==> config.mk <==
export PLATFORM = sky130hd
export DESIGN_NAME = routerOutputTop
export DESIGN_NICKNAME = d
export VERILOG_FILES = /design/src/rtl/nocPkg.sv /design/src/rtl/inputQueue.sv /design/src/rtl/portTimer.sv /design/src/rtl/outputArbiter.sv /design/src/rtl/outputSwitch.sv /design/src/rtl/routerOutputTop.sv
export SDC_FILE = /design/constraint.sdc
export NUM_CORES = 2
export LEC_CHECK = 0
export BUFFER_PORTS_ARGS = -buffer_cell sky130_fd_sc_hd__buf_2
export CAP_MARGIN = 20
export CORE_MARGIN = 2
export CORE_UTILIZATION = 30
export DETAILED_ROUTE_END_ITERATION = 12
export GPL_TIMING_DRIVEN = 0
export RECOVER_POWER = 25
export SETUP_SLACK_MARGIN = 0.1
export SLEW_MARGIN = 20
export SYNTH_ARGS = -nofsm -noshare
export SYNTH_HDL_FRONTEND = slang
export SYNTH_SLANG_ARGS = --single-unit
export TNS_END_PERCENT = 20
==> constraint.sdc <==
create_clock -name clk -period 8.8 [get_ports clk]
set_clock_uncertainty 0.15 [all_clocks]
set_input_delay 0.44 -clock clk [delete_from_list [all_inputs] [get_ports clk]]
set_output_delay 0.44 -clock clk [all_outputs]
set_load 0.05 [all_outputs]
==> src/rtl/nocPkg.sv <==
`default_nettype none

package nocPkg;

  // router geometry.
  localparam int numPorts = 5;

  // port index, also used as the grant number.
  typedef logic [2:0] portSelT;

  // rotation order is L, N, E, W, S.
  localparam portSelT portL = 3'd0;
  localparam portSelT portN = 3'd1;
  localparam portSelT portE = 3'd2;
  localparam portSelT portW = 3'd3;
  localparam portSelT portS = 3'd4;

  // flit field widths.
  localparam int lengthW = 12;
  localparam int dataW = 16;

  // flit kind codes.
  typedef logic [2:0] flitIdT;

  localparam flitIdT flitHead = 3'd1;
  localparam flitIdT flitBody = 3'd2;
  localparam flitIdT flitTail = 3'd3;

  // one flit as it moves through the queues and onto the link.
  typedef struct packed {
    flitIdT flitId;
    logic [lengthW-1:0] length; // grant limit, in flits, for a header.
    logic [dataW-1:0] data;
  } flitT;

endpackage

`default_nettype wire

==> src/rtl/inputQueue.sv <==
`timescale 1ns/10ps
`default_nettype none

module inputQueue #(
  parameter int queueDepth = 8
) (
  input logic clk,
  input logic rst,
  input logic push,
  input nocPkg::flitT pushFlit,
  input logic pop,
  output nocPkg::flitT headFlit,
  output logic notEmpty,
  output logic overflow
);

  localparam int ptrW = $clog2(queueDepth);

  nocPkg::flitT mem [queueDepth];

  logic [ptrW-1:0] wrPtr;
  logic [ptrW-1:0] rdPtr;
  logic [ptrW:0] count;
  logic full;
  logic pushOk;
  logic popOk;

  assign full = (count == queueDepth[ptrW:0]);
  assign notEmpty = (count != '0);

  // a push on a full queue still fits when the head leaves in the same cycle.
  assign pushOk = push && (!full || pop);
  assign popOk = pop && notEmpty;

  assign headFlit = mem[rdPtr]; // head seen without a pop.

  always_ff @(posedge clk)
  begin
    if (pushOk)
    begin
      mem[wrPtr] <= pushFlit;
    end
  end

  always_ff @(posedge clk)
  begin
    if (rst)
    begin
      wrPtr <= '0;
      rdPtr <= '0;
      count <= '0;
      overflow <= 1'b0;
    end
    else
    begin
      if (pushOk)
      begin
        wrPtr <= wrPtr + 1'b1; // depth is a power of two, wraps by itself.
      end
      if (popOk)
      begin
        rdPtr <= rdPtr + 1'b1;
      end
      if (pushOk && !popOk)
      begin
        count <= count + 1'b1;
      end
      else if (popOk && !pushOk)
      begin
        count <= count - 1'b1;
      end
      if (push && !pushOk)
      begin
        overflow <= 1'b1; // dropped flit, held until reset.
      end
    end
  end

endmodule

`default_nettype wire

==> src/rtl/portTimer.sv <==
`timescale 1ns/10ps
`default_nettype none

module portTimer (
  input logic clk,
  input logic rst,
  input nocPkg::flitT headFlit,
  input logic runTimer,
  output logic timesUp
);

  logic [nocPkg::lengthW-1:0] limit;
  logic [nocPkg::lengthW-1:0] count;
  logic loadLimit;

  // a waiting header sets the length of the next grant.
  assign loadLimit = !runTimer && (headFlit.flitId == nocPkg::flitHead);

  always_ff @(posedge clk)
  begin
    if (rst)
    begin
      limit <= '0;
      count <= '0;
    end
    else
    begin
      if (loadLimit)
      begin
        limit <= headFlit.length;
      end
      if (runTimer)
      begin
        count <= count + 1'b1; // one per popped flit.
      end
      else
      begin
        count <= '0;
      end
    end
  end

  assign timesUp = (count == limit);

endmodule

`default_nettype wire

==> src/rtl/outputArbiter.sv <==
`timescale 1ns/10ps
`default_nettype none

module outputArbiter (
  input logic clk,
  input logic rst,
  input logic [nocPkg::numPorts-1:0] notEmpty,
  input logic [nocPkg::numPorts-1:0] timesUp,
  output logic [nocPkg::numPorts-1:0] pop,
  output logic [nocPkg::numPorts-1:0] runTimer
);

  // bit 0 is idle, bit p+1 is the grant of port p.
  typedef logic [nocPkg::numPorts:0] stateT;

  localparam stateT idleState = stateT'(1);

  stateT state;
  stateT nextState;

  // first requesting port at or after startPort, in cyclic order.
  function automatic stateT nextGrant(
    input logic [nocPkg::numPorts-1:0] req,
    input int startPort
  );
    stateT grant;
    int idx;
    grant = idleState;
    // walk backwards so the nearest requester is written last.
    for (int k = nocPkg::numPorts - 1; k >= 0; k--)
    begin
      idx = (startPort + k) % nocPkg::numPorts;
      if (req[idx])
      begin
        grant = '0;
        grant[idx + 1] = 1'b1;
      end
    end
    return grant;
  endfunction

  always_ff @(posedge clk)
  begin
    if (rst)
    begin
      state <= idleState;
    end
    else
    begin
      state <= nextState;
    end
  end

  always_comb
  begin
    nextState = state;
    pop = '0;
    runTimer = '0;

    if (state[0])
    begin
      nextState = nextGrant(notEmpty, nocPkg::portL); // fixed order from idle.
    end

    for (int p = 0; p < nocPkg::numPorts; p++)
    begin
      if (state[p + 1])
      begin
        if (notEmpty[p] && !timesUp[p])
        begin
          pop[p] = 1'b1; // keep the link and send one flit.
          runTimer[p] = 1'b1;
        end
        else
        begin
          // hand over, this port comes last in the search.
          nextState = nextGrant(notEmpty, (p + 1) % nocPkg::numPorts);
        end
      end
    end

    if (!$onehot(state))
    begin
      nextState = idleState; // recover from a broken state code.
    end
  end

endmodule

`default_nettype wire

==> src/rtl/outputSwitch.sv <==
`timescale 1ns/10ps
`default_nettype none

module outputSwitch (
  input logic clk,
  input logic rst,
  input nocPkg::flitT [nocPkg::numPorts-1:0] headFlit,
  input logic [nocPkg::numPorts-1:0] pop,
  output logic outValid,
  output nocPkg::flitT outFlit,
  output nocPkg::portSelT outPort
);

  nocPkg::portSelT sel;
  logic anyPop;

  assign anyPop = |pop;

  // one-hot pop to port index.
  always_comb
  begin
    sel = nocPkg::portL;
    for (int p = 0; p < nocPkg::numPorts; p++)
    begin
      if (pop[p])
      begin
        sel = nocPkg::portSelT'(p);
      end
    end
  end

  always_ff @(posedge clk)
  begin
    if (rst)
    begin
      outValid <= 1'b0;
    end
    else
    begin
      outValid <= anyPop; // strobe follows the pop by one cycle.
    end
  end

  always_ff @(posedge clk)
  begin
    if (anyPop)
    begin
      outFlit <= headFlit[sel];
      outPort <= sel;
    end
  end

endmodule

`default_nettype wire

==> src/rtl/routerOutputTop.sv <==
`timescale 1ns/10ps
`default_nettype none

module routerOutputTop #(
  parameter int queueDepth = 8
) (
  input logic clk,
  input logic rst,
  input logic [nocPkg::numPorts-1:0] inValid,
  input nocPkg::flitT [nocPkg::numPorts-1:0] inFlit,
  output logic outValid,
  output nocPkg::flitT outFlit,
  output nocPkg::portSelT outPort,
  output logic [nocPkg::numPorts-1:0] overflow
);

  logic [nocPkg::numPorts-1:0] notEmpty;
  logic [nocPkg::numPorts-1:0] timesUp;
  logic [nocPkg::numPorts-1:0] pop;
  logic [nocPkg::numPorts-1:0] runTimer;
  nocPkg::flitT [nocPkg::numPorts-1:0] headFlit;

  // one queue and one grant timer per input port.
  for (genvar p = 0; p < nocPkg::numPorts; p++)
  begin : portGen
    inputQueue #(
      .queueDepth(queueDepth)
    ) inQueue (
      .clk(clk),
      .rst(rst),
      .push(inValid[p]),
      .pushFlit(inFlit[p]),
      .pop(pop[p]),
      .headFlit(headFlit[p]),
      .notEmpty(notEmpty[p]),
      .overflow(overflow[p])
    );

    portTimer grantTimer (
      .clk(clk),
      .rst(rst),
      .headFlit(headFlit[p]),
      .runTimer(runTimer[p]),
      .timesUp(timesUp[p])
    );
  end

  outputArbiter arbiter (
    .clk(clk),
    .rst(rst),
    .notEmpty(notEmpty),
    .timesUp(timesUp),
    .pop(pop),
    .runTimer(runTimer)
  );

  outputSwitch switchOut (
    .clk(clk),
    .rst(rst),
    .headFlit(headFlit),
    .pop(pop),
    .outValid(outValid),
    .outFlit(outFlit),
    .outPort(outPort)
  );

endmodule

`default_nettype wire

==> out/metrics.sh <==
GRT_PASS1_WL_UM=213000
MAX_CAP_VIOL_COUNT=0
CHIPHEIGHT_UM=441
FINISH.NET_COUNT=3832
DIE-WIDTH_UM=441
SYNTH-EDFF-COUNT=1274
CRITICAL_REGISTER_TO_REGISTER_PATH_STARTPOINT='portGen[3].inQueue.count[0]'
FINAL_CORE_UTIL=0.366
VIAS=30200
NUMBER_OF_CORE_ROWS=160
SYNTH_CELL_TYPE_COUNT=64
FINISH.CELL_COUNT_WITHOUT_FILLERS=6274
SYNTH.CELL_AREA_UM2=57400
IO_BUFFERS=200
GRT_START_MAX_NET_PINS=28
CTS_SINKS=1471
IR_DROP_V=0.000218
CLOCK_POWER_FRAC=0.350
START_UTIL=0.302
PRECTSSETUPSLACK_NS=4.22
DRTPASS1ITERATIONS=7
CLOCK.FMAX_MHz=208
REGISTER_AREA_SHARE_AFTER_SYNTHESIS=0.735
SYNTH_CELLS=2982
ROUTE.FINAL.WIRE_LENGTH_UM=148000
FIN_CRIT_NS=4.80
END_KIND='flip-flop'
R2R-END='portGen[3].inQueue.count[3]'
WORST_R2R_PATH_DEPTH=14
OVERFLOW=0
ANTENNA_FOUND_INITIAL=27
CLKSLEWWORSTSETUPHOLDPATHS_NS=0.06
SYNTH_TOP_AREA_SHARE=0.666
CTS_MAX_LEVEL=4
SYN_AVG_CELL_AREA_UM2=19.3
PLACED_CELLS_INCL_TAPS=5827
DP.FINAL_HPWL_UM=107000
TIMING.MAX_SLEW.REL_SLACK=0.225
COMB_POWER_SHARE=0.171
CTS_SETUP_BUFFERS=0
FINAL_CRITICAL_PATH_SETUP_SLACK_NS=4.00
FIRST_GLOBAL_VIAS=30500
P_SW_FRAC=0.276
COUNT_OF_BOUNDARY_I_O_PINS=202
YOSYS_REGISTER_BITS=1471
FINAL_HOLD_VIO_COUNT=0
PROPORTION_OF_LAYOUT_CELLS_WITH_A_DRIVE_SUFFIX_ABOVE_1=0.255
AREA_GROWTH_PCT=21.2
FIN_SETUP_TNS_NS=0
HOLD_PATH_END='portGen[3].grantTimer.count[2]'
MOST_FREQUENT_CELL_AFTER_SYNTHESIS='sky130_fd_sc_hd__edfxtp_1'
SYNTH_FP_NETS=3185
PERIOD_SHARE=0.546
WORST_SKEW_LATE_LATENCY_NS=0.79
YOSYS_MOST_USED_DFF='sky130_fd_sc_hd__edfxtp_1'
VIA_CELL_RATIO=4.82
DRC=0
HOLD_PATH.CLASS='in -> reg'
POWER.INTERNAL_mW=12.8
TRITONCTS_CLOCK_TREE='built'
RUN_STATUS='finished, final reports clean'
STARTPOINT_TYPE='flip-flop'
DIE_AREA_UM2=195000
GROUTE.USAGE.OVERALL=0.151
FINALSETUPVIOLATIONS=0
GP_ROUTABILITY_CONGESTION=0.877
CELL_CHOSEN_FOR_THE_CLOCK_ROOT='sky130_fd_sc_hd__clkbuf_16'
ROUTE.ANTENNA.REMAINING_NETS=0
SYNTH_COMMONEST_CELLS='sky130_fd_sc_hd__edfxtp_1 (1274), sky130_fd_sc_hd__mux4_2 (310), sky130_fd_sc_hd__nor2_1 (216)'
CRITPATHMAXFANOUT=10
CTS_RESIZED=0
CELLPOWERDENSITY_nW_PER_UM2=253
MAX_SLEW.WORST_PIN.SLEW_NS=1.16
SEQ_POWER_SHARE=0.479
CTS_MADE_BUFFERS=151
CELLS_ON_WORST_HOLD_PATH=3
SYNTH-ASYNC-RESET-RATIO=0
SLEW_VIOL_FINAL=0
POST-SYNTH-TOP-AREA-CELL='sky130_fd_sc_hd__edfxtp_1'
POWER_SWITCHING_mW=4.87
SETUP.WORST_PATH.CLASS='reg -> reg'
WIRE_PER_INST_UM=23.7
YOSYS-TOP-CELLS-AREA='sky130_fd_sc_hd__edfxtp_1 (67%), sky130_fd_sc_hd__mux4_2 (12%), sky130_fd_sc_hd__dfxtp_1 (6.9%), sky130_fd_sc_hd__mux2i_1 (2.7%), sky130_fd_sc_hd__mux2_2 (1.6%)'
WORSTPATHREQUIRED_NS=9.34
CTS.PATH.MAX_BUFFERS=3
RSZ0062_AT_GRT='no'
TIMING.CRITICAL_PATH.ARRIVAL_NS=5.34
HOLD_PATH.STARTPOINT='rst'
YOSYSWARNINGS=0
POWER.STATIC_LEAKAGE_nW=22.4
NUMBER_OF_DRC_MARKERS_AFTER_THE_INITIAL_DETAILED_ROUTE_ITERATION=2715
SETUP.REG_TO_REG.WORST_SLACK_NS=4.00
CORE_REGION_AREA_UM2=190000
area by class of cell:
| type | instances | area (um2) |
|---|---|---|
| clock inverter | 76 | 676 |
| clock buffer | 204 | 4090 |
| multi-input combinational | 1335 | 14700 |
| fill | 17600 | 121000 |
| timing repair buffer | 494 | 4000 |
| tap | 2511 | 3140 |
| buffer | 139 | 609 |
| antenna | 7 | 17.5 |
| sequential | 1471 | 42200 |
| inverter | 37 | 141 |
stage by stage:
stage	total power, mW	area (um2)	hold WS, ns
final	17.6	69600	0.309
after CTS	17.8	69700	0.217
after global routing	18.2	69600	0.268
after detailed placement	11.5	63300	0.313
after global placement	11.4	61600	0.311
after floorplan	10.3	57400	0.288
worst max path at each step:
stage / from / end / slack (ns) / depth (start not counted)
floorplan: portGen[0].grantTimer.count[6] / portGen[0].inQueue.mem[2][0] / 3.52 / 6
global placement: portGen[2].grantTimer.count[2] / portGen[2].inQueue.mem[0][26] / -0.45 / 6
detailed placement: portGen[3].inQueue.count[0] / portGen[3].inQueue.count[3] / 4.22 / 14
CTS: portGen[3].inQueue.count[0] / portGen[3].inQueue.count[3] / 4.18 / 14
global route: portGen[3].inQueue.count[0] / portGen[3].inQueue.count[3] / 3.81 / 14
finish: portGen[3].inQueue.count[0] / portGen[3].inQueue.count[3] / 4.00 / 14
critical path, cell delays in order, from the launching register on:
cell	delay, ns
sky130_fd_sc_hd__dfxtp_1	0.36
sky130_fd_sc_hd__nor4_1	0.94
sky130_fd_sc_hd__a31oi_1	0.29
sky130_fd_sc_hd__and2_1	0.26
sky130_fd_sc_hd__buf_2	0.21
sky130_fd_sc_hd__inv_4	0.17
sky130_fd_sc_hd__clkbuf_1	0.71
sky130_fd_sc_hd__ha_1	0.33
sky130_fd_sc_hd__inv_1	0.10
sky130_fd_sc_hd__ha_1	0.27
sky130_fd_sc_hd__a21o_1	0.18
sky130_fd_sc_hd__a21oi_1	0.19
sky130_fd_sc_hd__xnor2_1	0.10
sky130_fd_sc_hd__or3_1	0.31
sky130_fd_sc_hd__a21oi_1	0.14
power groups by stage:
stage               combinational (mW)  clock (mW)  sequential (mW)
floorplan                         1.59           0             8.67
global placement                  2.75           0             8.63
detailed placement                2.94           0             8.59
CTS                               3.02        6.30             8.44
global route                      3.20        6.55             8.47
finish                            3.02        6.18             8.45
metal layers:
| metal | track usage | vias up | wire length [um] |
|---|---|---|---|
| met4 | 0.0697 | 18 | 6830 |
| li1 | - | 13300 | - |
| met1 | 0.196 | 15800 | 62600 |
| met2 | 0.245 | 850 | 71700 |
| met5 | 0 | - | 120 |
| met3 | 0.0263 | 241 | 7130 |
cell families after synthesis:
group                    after synthesis  synth area share
multiplexers                         546             0.165
buffers and inverters                176            0.0131
flip-flops                          1471             0.735
adder cells (fa/ha/maj)               41           0.00985
XOR/XNOR                             141            0.0215
AO/OA/AOI/OAI                        169            0.0210
AND/OR/NAND/NOR                      438            0.0351
state kept, by name (all words and copies together), names as in the netlist, named ones only:
| register | flops |
|---|---|
| switchOut.outValid | 1 |
| portGen.grantTimer.limit | 60 |
| portGen.inQueue.mem | 1240 |
| portGen.inQueue.rdPtr | 15 |
| portGen.inQueue.wrPtr | 15 |
| switchOut.outPort | 3 |
| portGen.grantTimer.count | 60 |
| portGen.inQueue.count | 20 |
| arbiter.state | 6 |
| portGen.inQueue.overflow | 5 |
| switchOut.outFlit | 31 |
cells in the final DEF, fill, tap and decap left out, drive strengths merged, types with 8 or more instances in the layout:
| cell | instances |
|---|---|
| a221o | 9 |
| nand2 | 58 |
| a221oi | 11 |
| nand3 | 36 |
| nor3 | 28 |
| or3 | 10 |
| mux4 | 310 |
| o211ai | 8 |
| nand2b | 15 |
| dlygate4sd3 | 160 |
| o22ai | 22 |
| a211oi | 18 |
| nor4 | 21 |
| mux2 | 81 |
| o21ai | 16 |
| xor2 | 93 |
| a21oi | 43 |
| nand4 | 8 |
| xnor2 | 48 |
| clkinv | 55 |
| inv | 46 |
| ha | 34 |
| nor2 | 217 |
| and3 | 24 |
| dfxtp | 197 |
| clkbuf | 371 |
| edfxtp | 1274 |
| buf | 306 |
| mux2i | 155 |
timing repair:
action                                  4_1_cts  5_1_grt
endpoints found under the setup margin        0        0
hold buffers                                160        0
endpoints found under the hold margin      1249        0
No activity file was read; power rests on OpenSTA's default activity.
